**config.mk**
```make
export PLATFORM = sky130hd
export DESIGN_NAME = core_top
export DESIGN_NICKNAME = d
export VERILOG_FILES = /design/src/source/pipe_pkg.sv /design/src/source/hazard_if.sv /design/src/source/regfile.sv /design/src/source/decode_stage.sv /design/src/source/controller_bypass.sv /design/src/source/execute_stage.sv /design/src/source/writeback_lsu.sv /design/src/source/core_top.sv
export VERILOG_INCLUDE_DIRS = /design/src /design/src/source
export SDC_FILE = /design/constraint.sdc
export NUM_CORES = 1
export LEC_CHECK = 0
export BUFFER_PORTS_ARGS = -buffer_cell sky130_fd_sc_hd__buf_2
export CAP_MARGIN = 20
export CORE_MARGIN = 2
export CORE_UTILIZATION = 60
export DETAILED_ROUTE_END_ITERATION = 10
export HOLD_SLACK_MARGIN = 0.12
export PLACE_DENSITY_LB_ADDON = 0.05
export SLEW_MARGIN = 15
export SYNTH_ARGS = -nofsm -noshare
export SYNTH_HDL_FRONTEND = slang
export SYNTH_SLANG_ARGS = --single-unit
```
**constraint.sdc**
```tcl
create_clock -name clk -period 22 [get_ports clk]
set_clock_uncertainty 0.1 [all_clocks]
set_input_delay 1.1 -clock clk [delete_from_list [all_inputs] [get_ports clk]]
set_output_delay 1.1 -clock clk [all_outputs]
set_load 0.05 [all_outputs]
```
**src/source/pipe_defines.svh**
```systemverilog
`ifndef PIPE_DEFINES_SVH
`define PIPE_DEFINES_SVH

////////////////////////////////////////////////////////////////////////////
// Core sizing
////////////////////////////////////////////////////////////////////////////

// Data path and bus address width
`define PIPE_XLEN 32

// Architectural registers, r0 reads as zero
`define PIPE_NREG 16

// Immediate field, sign-extended to PIPE_XLEN
`define PIPE_IMMW 12

`endif

```
**src/source/pipe_pkg.sv**
```systemverilog
`include "pipe_defines.svh"

package pipe_pkg;

  localparam int unsigned RF_AW = $clog2(`PIPE_NREG); // Register address bits

  typedef logic [RF_AW-1:0] rf_addr_t;

  typedef enum logic [3:0] {
    OP_NOP  = 4'd0,
    OP_ADD  = 4'd1,
    OP_SUB  = 4'd2,
    OP_AND  = 4'd3,
    OP_OR   = 4'd4,
    OP_ADDI = 4'd5,
    OP_LW   = 4'd6,                                    // rd <= mem[rs1 + imm]
    OP_SW   = 4'd7                                     // mem[rs1 + imm] <= rd field reg
  } opcode_e;

  // Register-register view
  typedef struct packed {
    opcode_e                        opcode;
    rf_addr_t                       rd;
    rf_addr_t                       rs1;
    rf_addr_t                       rs2;
    logic [`PIPE_XLEN-4-3*RF_AW-1:0] unused;
  } insn_rr_t;

  // Register-immediate view, SW keeps its data register in rd
  typedef struct packed {
    opcode_e                                   opcode;
    rf_addr_t                                  rd;
    rf_addr_t                                  rs1;
    logic [`PIPE_IMMW-1:0]                     imm;
    logic [`PIPE_XLEN-4-2*RF_AW-`PIPE_IMMW-1:0] unused;
  } insn_ri_t;

  typedef union packed {
    insn_rr_t rr;
    insn_ri_t ri;
  } insn_u;

  // Operand source for the decode forward muxes
  typedef enum logic [1:0] {
    SEL_REGFILE = 2'b00,
    SEL_FW_EX   = 2'b01,
    SEL_FW_WB   = 2'b10
  } op_fw_mux_e;

  typedef struct packed {
    logic                  valid;
    opcode_e               opcode;
    rf_addr_t              rd;
    logic                  we;                         // Cleared for bubbles and r0
    logic                  data_req;                   // Load or store
    logic                  data_we;                    // Store
    logic [`PIPE_XLEN-1:0] operand_a;
    logic [`PIPE_XLEN-1:0] operand_b;                  // Already holds imm where used
    logic [`PIPE_XLEN-1:0] store_data;
  } id_ex_pipe_t;

  typedef struct packed {
    logic                  valid;
    rf_addr_t              rd;
    logic                  we;
    logic                  data_req;
    logic                  data_we;
    logic [`PIPE_XLEN-1:0] result;                     // ALU result or bus address
    logic [`PIPE_XLEN-1:0] store_data;
  } ex_wb_pipe_t;

endpackage

```
**src/source/hazard_if.sv**
```systemverilog
`timescale 1ns/1ps

interface hazard_if import pipe_pkg::*; ();

  // ID side
  logic [1:0] rf_re;                                   // Per read port enable
  rf_addr_t   rf_raddr [2];
  rf_addr_t   rf_waddr;                                // Destination of the ID instruction

  // EX side
  logic       rf_we_ex;
  rf_addr_t   rf_waddr_ex;
  logic       data_req_ex;                             // Load or store sits in EX

  // WB side
  logic       rf_we_wb;
  rf_addr_t   rf_waddr_wb;
  logic       data_req_wb;
  logic       wb_ready;                                // Low while the bus access is open

  modport decode    (output rf_re, rf_raddr, rf_waddr, input wb_ready);
  modport execute   (output rf_we_ex, rf_waddr_ex, data_req_ex);
  modport writeback (output rf_we_wb, rf_waddr_wb, data_req_wb, wb_ready);
  modport ctrl      (input rf_re, rf_raddr, rf_waddr, rf_we_ex, rf_waddr_ex, data_req_ex,
                     input rf_we_wb, rf_waddr_wb, data_req_wb, wb_ready);

endinterface

```
**src/source/regfile.sv**
```systemverilog
`timescale 1ns/1ps
`include "pipe_defines.svh"

module regfile import pipe_pkg::*;
(
  input  logic                  clk,
  input  logic                  rst_n_i,
  input  rf_addr_t              raddr_a_i,
  input  rf_addr_t              raddr_b_i,
  output logic [`PIPE_XLEN-1:0] rdata_a_o,
  output logic [`PIPE_XLEN-1:0] rdata_b_o,
  input  logic                  we_i,
  input  rf_addr_t              waddr_i,
  input  logic [`PIPE_XLEN-1:0] wdata_i
);

  logic [`PIPE_XLEN-1:0] regs_q [`PIPE_NREG];

  // Whole array clears on reset, r0 is never written after that
  always_ff @(posedge clk)
  begin
    if (!rst_n_i)
    begin
      for (int i = 0; i < `PIPE_NREG; i++)
        regs_q[i] <= '0;
    end
    else if (we_i && (waddr_i != '0))
      regs_q[waddr_i] <= wdata_i;
  end

  assign rdata_a_o = regs_q[raddr_a_i];                // Same-cycle write is covered by WB fwd
  assign rdata_b_o = regs_q[raddr_b_i];

endmodule

```
**src/source/decode_stage.sv**
```systemverilog
`timescale 1ns/1ps
`include "pipe_defines.svh"

module decode_stage import pipe_pkg::*;
(
  input  logic                  clk,
  input  logic                  rst_n_i,
  input  logic                  instr_valid_i,
  input  insn_u                 instr_i,
  output logic                  instr_ready_o,
  hazard_if.decode              hz,
  input  op_fw_mux_e            operand_a_sel_i,
  input  op_fw_mux_e            operand_b_sel_i,
  input  logic                  stall_i,              // Load-use or bus wait
  input  logic                  deassert_we_i,
  input  logic [`PIPE_XLEN-1:0] fw_ex_data_i,
  input  logic [`PIPE_XLEN-1:0] fw_wb_data_i,
  input  logic                  rf_we_i,
  input  rf_addr_t              rf_waddr_i,
  input  logic [`PIPE_XLEN-1:0] rf_wdata_i,
  output id_ex_pipe_t           id_ex_o
);

  opcode_e               opcode;
  logic                  use_imm, we_dec, data_req_dec, data_we_dec;
  logic                  ready_q, accept;
  logic [`PIPE_XLEN-1:0] imm_ext, rdata_a, rdata_b, op_a_fw, op_b_fw;

  function automatic logic [`PIPE_XLEN-1:0] fw_mux(input op_fw_mux_e sel,
      input logic [`PIPE_XLEN-1:0] rf_val, ex_val, wb_val);
    case (sel)
      SEL_FW_EX: return ex_val;
      SEL_FW_WB: return wb_val;
      default:   return rf_val;
    endcase
  endfunction

  ////////////////////////////////////////////////////////////////////////////
  // Instruction decode
  ////////////////////////////////////////////////////////////////////////////

  assign opcode = instr_i.rr.opcode;                   // Opcode sits in the same bits in both views

  always_comb
  begin
    hz.rf_re     = 2'b00;
    use_imm      = 1'b0;
    we_dec       = 1'b0;
    data_req_dec = 1'b0;
    data_we_dec  = 1'b0;
    case (opcode)
      OP_ADD, OP_SUB, OP_AND, OP_OR:
      begin
        hz.rf_re = 2'b11;
        we_dec   = 1'b1;
      end
      OP_ADDI, OP_LW:
      begin
        hz.rf_re     = 2'b01;                          // Base only
        use_imm      = 1'b1;
        we_dec       = 1'b1;
        data_req_dec = (opcode == OP_LW);
      end
      OP_SW:
      begin
        hz.rf_re     = 2'b11;                          // Base and store data
        use_imm      = 1'b1;
        data_req_dec = 1'b1;
        data_we_dec  = 1'b1;
      end
      default: ;                                       // NOP and unused codes
    endcase
  end

  assign hz.rf_raddr[0] = instr_i.rr.rs1;
  assign hz.rf_raddr[1] = (opcode == OP_SW) ? instr_i.ri.rd : instr_i.rr.rs2;
  assign hz.rf_waddr    = instr_i.rr.rd;

  assign imm_ext = {{(`PIPE_XLEN-`PIPE_IMMW){instr_i.ri.imm[`PIPE_IMMW-1]}}, instr_i.ri.imm};

  regfile u_regfile (
    .clk       (clk),
    .rst_n_i   (rst_n_i),
    .raddr_a_i (hz.rf_raddr[0]),
    .raddr_b_i (hz.rf_raddr[1]),
    .rdata_a_o (rdata_a),
    .rdata_b_o (rdata_b),
    .we_i      (rf_we_i),
    .waddr_i   (rf_waddr_i),
    .wdata_i   (rf_wdata_i)
  );

  assign op_a_fw = fw_mux(operand_a_sel_i, rdata_a, fw_ex_data_i, fw_wb_data_i);
  assign op_b_fw = fw_mux(operand_b_sel_i, rdata_b, fw_ex_data_i, fw_wb_data_i);

  // Intake opens the cycle after reset and closes on any stall
  assign instr_ready_o = ready_q && !stall_i;
  assign accept        = instr_valid_i && instr_ready_o;

  ////////////////////////////////////////////////////////////////////////////
  // ID/EX register
  ////////////////////////////////////////////////////////////////////////////

  always_ff @(posedge clk)
  begin
    if (!rst_n_i)
    begin
      ready_q          <= 1'b0;
      id_ex_o.valid    <= 1'b0;
      id_ex_o.we       <= 1'b0;
      id_ex_o.data_req <= 1'b0;
    end
    else
    begin
      ready_q <= 1'b1;
      if (hz.wb_ready)                                 // Whole pipe holds on bus wait
      begin
        id_ex_o.valid      <= accept;                  // Not accepted means bubble
        id_ex_o.opcode     <= opcode;
        id_ex_o.rd         <= instr_i.rr.rd;
        id_ex_o.we         <= we_dec && !deassert_we_i;
        id_ex_o.data_req   <= data_req_dec && accept;
        id_ex_o.data_we    <= data_we_dec;
        id_ex_o.operand_a  <= op_a_fw;
        id_ex_o.operand_b  <= use_imm ? imm_ext : op_b_fw;
        id_ex_o.store_data <= op_b_fw;
      end
    end
  end

endmodule

```
**src/source/controller_bypass.sv**
```systemverilog
`timescale 1ns/1ps

module controller_bypass import pipe_pkg::*;
(
  hazard_if.ctrl     hz,
  input  logic       is_decoding_i,                   // Instruction transfers this cycle
  output op_fw_mux_e operand_a_sel_o,
  output op_fw_mux_e operand_b_sel_o,
  output logic       load_stall_o,
  output logic       wb_stall_o,
  output logic       deassert_we_o,
  output logic       halt_ex_o
);

  logic [1:0] rd_ex_match;                             // Read port hits EX destination
  logic [1:0] rd_wb_match;                             // Read port hits WB destination
  op_fw_mux_e fw_sel [2];

  ////////////////////////////////////////////////////////////////////////////
  // Address matching
  ////////////////////////////////////////////////////////////////////////////

  for (genvar i = 0; i < 2; i++)
  begin : gen_match
    // r0 and unread ports never match
    assign rd_ex_match[i] = hz.rf_we_ex && (hz.rf_waddr_ex == hz.rf_raddr[i]) &&
                            (|hz.rf_raddr[i]) && hz.rf_re[i];
    assign rd_wb_match[i] = hz.rf_we_wb && (hz.rf_waddr_wb == hz.rf_raddr[i]) &&
                            (|hz.rf_raddr[i]) && hz.rf_re[i];
  end

  ////////////////////////////////////////////////////////////////////////////
  // Stalls
  ////////////////////////////////////////////////////////////////////////////

  // Load in EX has no data yet, also load still waiting in WB
  assign load_stall_o = (hz.data_req_ex && |rd_ex_match) ||
                        (!hz.wb_ready && hz.data_req_wb && |rd_wb_match);

  assign wb_stall_o = !hz.wb_ready;
  assign halt_ex_o  = wb_stall_o;                      // EX only halts for the bus

  // Kill the write of a slot that is idle, stalled or targets r0
  assign deassert_we_o = !is_decoding_i || load_stall_o || wb_stall_o ||
                         (hz.rf_waddr == '0);

  ////////////////////////////////////////////////////////////////////////////
  // Forward selects
  ////////////////////////////////////////////////////////////////////////////

  always_comb
  begin
    for (int i = 0; i < 2; i++)
    begin
      fw_sel[i] = SEL_REGFILE;
      if (rd_wb_match[i])
        fw_sel[i] = SEL_FW_WB;                         // ALU result or load data in ack cycle
      if (rd_ex_match[i] && !hz.data_req_ex)
        fw_sel[i] = SEL_FW_EX;                         // Younger result wins
    end
  end

  assign operand_a_sel_o = fw_sel[0];
  assign operand_b_sel_o = fw_sel[1];

endmodule

```
**src/source/execute_stage.sv**
```systemverilog
`timescale 1ns/1ps
`include "pipe_defines.svh"

module execute_stage import pipe_pkg::*;
(
  input  logic                  clk,
  input  logic                  rst_n_i,
  input  id_ex_pipe_t           id_ex_i,
  input  logic                  halt_i,
  hazard_if.execute             hz,
  output logic [`PIPE_XLEN-1:0] result_o,            // EX forward value
  output ex_wb_pipe_t           ex_wb_o
);

  // ALU, memory ops reuse the adder for base plus offset
  always_comb
  begin
    case (id_ex_i.opcode)
      OP_ADD, OP_ADDI, OP_LW, OP_SW: result_o = id_ex_i.operand_a + id_ex_i.operand_b;
      OP_SUB:                        result_o = id_ex_i.operand_a - id_ex_i.operand_b;
      OP_AND:                        result_o = id_ex_i.operand_a & id_ex_i.operand_b;
      OP_OR:                         result_o = id_ex_i.operand_a | id_ex_i.operand_b;
      default:                       result_o = '0;
    endcase
  end

  // Destination published for hazard checks, load flag stops EX forwarding
  assign hz.rf_we_ex    = id_ex_i.valid && id_ex_i.we;
  assign hz.rf_waddr_ex = id_ex_i.rd;
  assign hz.data_req_ex = id_ex_i.valid && id_ex_i.data_req;

  ////////////////////////////////////////////////////////////////////////////
  // EX/WB register
  ////////////////////////////////////////////////////////////////////////////

  always_ff @(posedge clk)
  begin
    if (!rst_n_i)
    begin
      ex_wb_o.valid    <= 1'b0;
      ex_wb_o.we       <= 1'b0;
      ex_wb_o.data_req <= 1'b0;
    end
    else if (!halt_i)                                  // Held while WB waits on the bus
    begin
      ex_wb_o.valid      <= id_ex_i.valid;             // Decode bubbles pass through
      ex_wb_o.rd         <= id_ex_i.rd;
      ex_wb_o.we         <= id_ex_i.valid && id_ex_i.we;
      ex_wb_o.data_req   <= id_ex_i.valid && id_ex_i.data_req;
      ex_wb_o.data_we    <= id_ex_i.data_we;
      ex_wb_o.result     <= result_o;
      ex_wb_o.store_data <= id_ex_i.store_data;
    end
  end

endmodule

```
**src/source/writeback_lsu.sv**
```systemverilog
`timescale 1ns/1ps
`include "pipe_defines.svh"

module writeback_lsu import pipe_pkg::*;
(
  input  logic                  clk,
  input  logic                  rst_n_i,
  input  ex_wb_pipe_t           ex_wb_i,
  hazard_if.writeback           hz,
  // Wishbone classic master
  output logic                  wb_cyc_o,
  output logic                  wb_stb_o,
  output logic                  wb_we_o,
  output logic [`PIPE_XLEN-1:0] wb_adr_o,
  output logic [`PIPE_XLEN-1:0] wb_dat_o,
  input  logic [`PIPE_XLEN-1:0] wb_dat_i,
  input  logic                  wb_ack_i,
  // Register write port
  output logic                  rf_we_o,
  output rf_addr_t              rf_waddr_o,
  output logic [`PIPE_XLEN-1:0] rf_wdata_o,
  // Retire report
  output logic                  retire_valid_o,
  output rf_addr_t              retire_rd_o,
  output logic [`PIPE_XLEN-1:0] retire_data_o
);

  typedef enum logic {BUS_IDLE, BUS_BUSY} bus_state_e;

  bus_state_e state_q, state_d;
  logic       mem_op, bus_done;

  assign mem_op   = ex_wb_i.valid && ex_wb_i.data_req;
  assign bus_done = (state_q == BUS_BUSY) && wb_ack_i; // Ack sampled this cycle

  ////////////////////////////////////////////////////////////////////////////
  // Bus FSM
  ////////////////////////////////////////////////////////////////////////////

  always_comb
  begin
    state_d = state_q;
    case (state_q)
      BUS_IDLE: if (mem_op) state_d = BUS_BUSY;        // Open cycle for new access
      BUS_BUSY: if (wb_ack_i) state_d = BUS_IDLE;
      default:  state_d = BUS_IDLE;
    endcase
  end

  always_ff @(posedge clk)
  begin
    if (!rst_n_i)
      state_q <= BUS_IDLE;
    else
      state_q <= state_d;
  end

  assign wb_cyc_o = (state_q == BUS_BUSY);
  assign wb_stb_o = (state_q == BUS_BUSY);
  assign wb_we_o  = ex_wb_i.data_we;
  assign wb_adr_o = ex_wb_i.result;                    // Stable, EX/WB held until ack
  assign wb_dat_o = ex_wb_i.store_data;

  // Pipe may only advance once a memory op has its ack
  assign hz.wb_ready    = !mem_op || bus_done;
  assign hz.rf_we_wb    = ex_wb_i.valid && ex_wb_i.we;
  assign hz.rf_waddr_wb = ex_wb_i.rd;
  assign hz.data_req_wb = mem_op;

  // Loads write in the ack cycle, ALU ops right away
  assign rf_we_o    = hz.rf_we_wb && (!ex_wb_i.data_req || bus_done);
  assign rf_waddr_o = ex_wb_i.rd;
  assign rf_wdata_o = ex_wb_i.data_req ? wb_dat_i : ex_wb_i.result;

  assign retire_valid_o = rf_we_o;                     // r0 writes were dropped in decode
  assign retire_rd_o    = rf_waddr_o;
  assign retire_data_o  = rf_wdata_o;

endmodule

```
**src/source/core_top.sv**
```systemverilog
`timescale 1ns/1ps
`include "pipe_defines.svh"

module core_top import pipe_pkg::*;
(
  input  logic                  clk,
  input  logic                  rst_n_i,
  // Instruction stream
  input  logic                  instr_valid_i,
  input  logic [`PIPE_XLEN-1:0] instr_i,
  output logic                  instr_ready_o,
  // Wishbone data port
  output logic                  wb_cyc_o,
  output logic                  wb_stb_o,
  output logic                  wb_we_o,
  output logic [`PIPE_XLEN-1:0] wb_adr_o,
  output logic [`PIPE_XLEN-1:0] wb_dat_o,
  input  logic [`PIPE_XLEN-1:0] wb_dat_i,
  input  logic                  wb_ack_i,
  // Retire report
  output logic                  retire_valid_o,
  output logic [RF_AW-1:0]      retire_rd_o,
  output logic [`PIPE_XLEN-1:0] retire_data_o
);

  hazard_if              hz ();
  op_fw_mux_e            sel_a, sel_b;
  logic                  load_stall, wb_stall, deassert_we, halt_ex;
  id_ex_pipe_t           id_ex;
  ex_wb_pipe_t           ex_wb;
  logic [`PIPE_XLEN-1:0] ex_result, rf_wdata;
  logic                  rf_we;
  rf_addr_t              rf_waddr;

  decode_stage u_decode (
    .clk (clk), .rst_n_i (rst_n_i),
    .instr_valid_i (instr_valid_i), .instr_i (insn_u'(instr_i)),
    .instr_ready_o (instr_ready_o), .hz (hz.decode),
    .operand_a_sel_i (sel_a), .operand_b_sel_i (sel_b),
    .stall_i (load_stall || wb_stall), .deassert_we_i (deassert_we),
    .fw_ex_data_i (ex_result), .fw_wb_data_i (rf_wdata),
    .rf_we_i (rf_we), .rf_waddr_i (rf_waddr), .rf_wdata_i (rf_wdata),
    .id_ex_o (id_ex)
  );

  controller_bypass u_ctrl (
    .hz (hz.ctrl), .is_decoding_i (instr_valid_i && instr_ready_o),
    .operand_a_sel_o (sel_a), .operand_b_sel_o (sel_b),
    .load_stall_o (load_stall), .wb_stall_o (wb_stall),
    .deassert_we_o (deassert_we), .halt_ex_o (halt_ex)
  );

  execute_stage u_execute (
    .clk (clk), .rst_n_i (rst_n_i), .id_ex_i (id_ex), .halt_i (halt_ex),
    .hz (hz.execute), .result_o (ex_result), .ex_wb_o (ex_wb)
  );

  writeback_lsu u_writeback (
    .clk (clk), .rst_n_i (rst_n_i), .ex_wb_i (ex_wb), .hz (hz.writeback),
    .wb_cyc_o (wb_cyc_o), .wb_stb_o (wb_stb_o), .wb_we_o (wb_we_o),
    .wb_adr_o (wb_adr_o), .wb_dat_o (wb_dat_o), .wb_dat_i (wb_dat_i), .wb_ack_i (wb_ack_i),
    .rf_we_o (rf_we), .rf_waddr_o (rf_waddr), .rf_wdata_o (rf_wdata),
    .retire_valid_o (retire_valid_o), .retire_rd_o (retire_rd_o),
    .retire_data_o (retire_data_o)
  );

endmodule

```
======== Yosys cells after proc, flatten, opt, wreduce, memory -nomap -nowiden ========
Memory sizes are Yosys's and may differ from the RTL's.
Index checks and enable logic that the tools add are counted.
Widths: inputs -> output; s select.
word-level totals
  register bits after elaboration ......... 182
  RAM bits ................................ 512
  output and inout bits ................... 105
  memories ................................ 1
memories
  memory                     depth  width  rd ports  clocked after Yosys merged registers in  write ports  line           RTL
  u_decode.u_regfile.regs_q  16     32     2         0                                        16           regfile.sv:17  logic [`PIPE_XLEN-1:0] regs_q [`PIPE_NREG];
cells by class
  add/subtract/negate cells ............... 2
  equality and inequality tests ........... 22
  multiplexer cells ....................... 26
  bitwise gates (word level) .............. 3
  reductions and logical operators ........ 55
operators with widths
  cell                count
  $pmux 32 s2         2
  $pmux 32 s4         1
  $mux 32             3
  $add 32x32->32      1
  $and 32x32->32      1
  $eq 4x3->1 const B  8
  $or 32x32->32       1
  $reduce_or 32->1    1
  $sub 32x32->32      1
  $logic_and 1x1->1   28
  $eq 4x2->1 const B  4
  $eq 4x4->1          4
  $reduce_or 4->1     3
  $mux 1              11
  $eq 4x1->1 const B  2
  $mux 2              4
  $mux 4              2
  $logic_not 1->1     7
  $logic_or 1x1->1    7
  $reduce_or 2->1     3
  $reduce_or 6->1     1
  $reduce_or 5->1     1
  $eq 2x1->1 const B  2
  $eq 2x2->1 const B  2
  other kinds (7)     8

======== Depth between registers and ports, before layout ========
  depth after elaboration ................. 19
  mapped depth ............................ 19

======== Cells and area by module ========
A second synthesis with hierarchy kept.
unflattened totals
  cell total of the unflattened synthesis .. 2823
  area total of the unflattened synthesis .. 38784.7 um^2
modules (own cells, without submodules)
  module             instances  cells each  area each (um^2)
  regfile            1          1652        26316.5
  execute_stage      1          570         5449.0
  decode_stage       1          406         5271.3
  writeback_lsu      1          156         1425.1
  controller_bypass  1          37          310.3
  core_top           1          2           12.5

======== Least setup slack after synthesis ========
OpenSTA, ideal clock, no wires.
  kind .................................... in2reg
  from .................................... input rst_n_i
  to ...................................... register u_decode.id_ex_o[0] (netlist bit), enable pin
  arrival ................................. 9.286 ns
  setup slack ............................. 11.903 ns
  stages .................................. 3
  buffers on the path ..................... 1
  cell sequence ........................... clkbuf_1 > inv_1 > nor2_1
between the ends
  word-level cells in the longest chain between the ends .. 1
RTL lines
  item                        line                RTL
  start, declared             core_top.sv:7       input logic rst_n_i,
  $reduce_and 2->1 (no line)  -
  end, declared               decode_stage.sv:21  output id_ex_pipe_t id_ex_o
No other way between the ends.
A chain may end at the register's enable or synchronous reset.

======== Final worst setup path ========
  from .................................... register u_decode.id_ex_o[34] (netlist bit)
  to ...................................... register u_decode.id_ex_o[28] (netlist bit), data pin
between the ends
  word-level cells in the longest chain between the ends .. 3
RTL lines
  item                                              line                                      RTL
  $sub 32x32->32 or $add 32x32->32 (tied branches)  execute_stage.sv:20, execute_stage.sv:19
  $pmux 32 s4 (*)                                   execute_stage.sv:18                       case (id_ex_i.opcode)
  $pmux 32 s2 (*)                                   decode_stage.sv:31                        case (sel)
  via u_decode.op_b_fw[28]                          decode_stage.sv:27                        logic [`PIPE_XLEN-1:0] imm_ext, rdata_a, rdata_b, op_a_fw, op_b_fw;
The timed path passes the listed nets; every way through them passes the cells marked *.

==> results.json <==
{
  "core_um2": 62900,
  "slowest_delay_ns": 0.80,
  "status": "finished clean",
  "worstSetupPathType": "register to register",
  "crit_required_ns": 22.20,
  "cts_setup_buffers": 0,
  "rsz0062_at_grt": "no",
  "grt_max_degree": 148,
  "endpoint_kind": "register",
  "critPathMaxFanout": 7,
  "die_area_um2": 65500,
  "wl_mm": 132,
  "path_cells": "or4_1, nor4_1, nor2_1, xnor2_1, ha_1, a21oi_1, o21ai_0, a211oi_1, o41ai_1, buf_2, a21oi_1, xnor2_1, a21boi_0, a21oi_1",
  "r2r_slack_ns": 16.25,
  "initial_core_util_pct": 60.5,
  "syn2layout_area_growth_pct": 10.4,
  "period_needed_ns": 5.75,
  "hold_ws_ns": 0.316,
  "h-tree-depth": 3,
  "yosys_warnings": 0,
  "holdPathEnd": "u_execute.ex_wb_o[30]",
  "worstRegToRegCells": 14,
  "synth-edff-count": 686,
  "final_cell_mix": "edfxtp_1 (686), nor2_1 (599), nand2_1 (405)",
  "synth_top_area_share_pct": 54.1,
  "hold_viol_final": 0,
  "fmax_mhz": 174,
  "final_common_cell": "edfxtp_1",
  "power_w": 0.00363,
  "final_nets": 3518,
  "startpoint_type": "register",
  "cts_sinks": 694,
  "min_from": "u_decode.id_ex_o[30]",
  "yosys_most_used_dff": "edfxtp_1",
  "dp_slack_ns": 16.30,
  "dp_cells": 4182,
  "drtIter0Drc": 4899,
  "hold_class": "register to register",
  "drc_errors": 0,
  "viasPerCell": 6.88,
  "wl_per_cell_um": 30.5,
  "path_clk_slew_ns": 0.07,
  "gp_congestion": 0.963,
  "maxCapViolations": 0,
  "ant_nets": 0,
  "clk_path_buf_depth": 3,
  "synthTopCellsByArea": "edfxtp_1 (54%), mux4_2 (9.7%), nor2_1 (6.0%)",
  "path_common_cell": "a21oi_1",
  "grt_usage_pct": 40.0,
  "syn_inst": 3374,
  "grt_pass1_wl_mm": 191,
  "cts-root-buf": "clkbuf_16",
  "ctsResizeCount": 0,
  "synth_seq_area_share_pct": 54.6,
  "stdcell_count": 4323,
  "crit_slowest_cell": "a211oi_1",
  "p_per_area_nw_per_um2": 86.4,
  "worstPathArrival_ns": 5.94,
  "async_flop_share_pct": 0,
  "drive_above_1_share_pct": 17.8,
  "die_x_um": 256,
  "dp_hpwl_mm": 79.4,
  "slew_violations": 0,
  "antenna_cells": 0,
  "synth_area_per_cell_um2": 11.3,
  "die_h_um": 256,
  "cts_tree": "yes",
  "fin_ws_ns": 16.25,
  "port_buffers": 164,
  "io_pins": 173,
  "dr_total_vias": 29755,
  "period_share_pct": 26.1,
  "relSlewSlack_pct": 24.5,
  "setup_tns_ns": 0,
  "ir_drop_mv": 0.0631,
  "antenna_found_initial": 4,
  "p_leak_nw": 16.0,
  "synth_top_area_cell": "edfxtp_1",
  "dr.pass1.iters": 8,
  "worst_pin_slew_ns": 1.13,
  "grt_pass1_vias": 28647,
  "setup_viol": 0,
  "r2r-end": "u_decode.id_ex_o[28]",
  "reg2reg_from": "u_decode.id_ex_o[34]",
  "ctsHoldBuffers": 0,
  "nFillCells": 4823,
  "numCtsBuffers": 76,
  "rows": 92,
  "synthesis.area_um2": 38100,
  "min_path_cells": 0,
  "gr-total-overflow": 0,
  "ys_ff_latch": 694,
  "yosysUniqueCellTypes": 83,
  "clock_latency_ns": 0.65
}
==> state kept, by name, indices dropped and copies added (netlist names) <==
signal,count
u_decode.ready_q,1
u_decode.id_ex_o,108
u_writeback.wb_cyc_o,1
u_execute.ex_wb_o,72
u_decode.u_regfile.regs_q,512
==> area by class of cell <==
cell class	instances	area, um^2	area share (%)
Clock buffer	97	2000	4.76
Clock inverter	43	567	1.35
Sequential cell	694	20800	49.4
Tap cell	846	1060	2.52
Multi-Input combinational cell	2302	15700	37.5
Inverter	75	282	0.670
Timing Repair Buffer	266	1620	3.84
==> how the worst max path moves through the flow <==
stage	from	to	depth (start not counted)
floorplan	rst_n_i	u_decode.id_ex_o[0]	3
global placement	u_decode.id_ex_o[41]	u_decode.id_ex_o[26]	12
detailed placement	u_decode.id_ex_o[34]	u_decode.id_ex_o[26]	14
CTS	u_decode.id_ex_o[34]	u_decode.id_ex_o[26]	14
global route	u_decode.id_ex_o[34]	u_decode.id_ex_o[26]	14
finish	u_decode.id_ex_o[34]	u_decode.id_ex_o[28]	14
==> cells in the mapped netlist (16+ instances only) <==
library cell,number
nor3_1,29
mux2i_1,125
a221oi_1,33
xnor2_1,39
a211oi_1,33
nand3_1,178
buf_2,54
a32oi_1,18
xor2_1,26
buf_1,31
o211ai_1,16
clkbuf_1,173
a21o_1,42
nand2_1,422
nor2_1,604
buf_4,73
a22oi_1,21
a31oi_1,35
ha_1,34
a21oi_1,151
inv_1,74
mux4_2,164
o21ai_0,71
edfxtp_1,686
==> critical path, delay by kind of cell, from the launching register on <==
family          cells  cell delay [ns]
fa+ha+maj           1             0.38
compound gates      7             2.47
xor+xnor            2             0.27
buf+inv             1             0.23
flops               1             0.49
simple gates        3             1.48
==> layer usage <==
metal  track usage (%)  up-vias  share of wire, %
met5                 0        -             0.021
met4              18.6        4               5.1
met3              11.5      428                14
met2              60.5     2311                45
met1              54.1    14546                36
li1                  -    12466                 -
==> metrics by stage <==
| step | instance area [um^2] | util, % |
|---|---|---|
| 2_1_floorplan | 38200 | - |
| 5_1_grt | 42000 | 66.9 |
| 3_5_place_dp | 39500 | 62.8 |
| 6_report | 42000 | 66.9 |
| 3_3_place_gp | 39400 | 62.8 |
| 4_1_cts | 42000 | 66.9 |
==> cells by family (layout without fill, tap and decap cells) <==
kind of cell / Yosys count / count (layout) / share of synthesized area [%]
muxes: 304 / 304 / 13.7
AOI/OAI and AO/OA: 529 / 529 / 9.37
other: 1 / 32 / 0.00985
DFF: 694 / 694 / 54.6
and+or+nand+nor: 1337 / 1337 / 14.7
adders and majority gates: 35 / 35 / 1.17
buffers and inverters: 409 / 481 / 4.99
xor gates and xnor gates: 65 / 65 / 1.50
==> power breakdown <==
group          total [W]  internal (W)  switching (W)
Sequential       0.00159       0.00154      0.0000481
Combinational   0.000724      0.000216       0.000508
Clock            0.00132      0.000760       0.000558
Total            0.00363       0.00252        0.00111
Note: power is estimated with default switching activity, not from simulation.
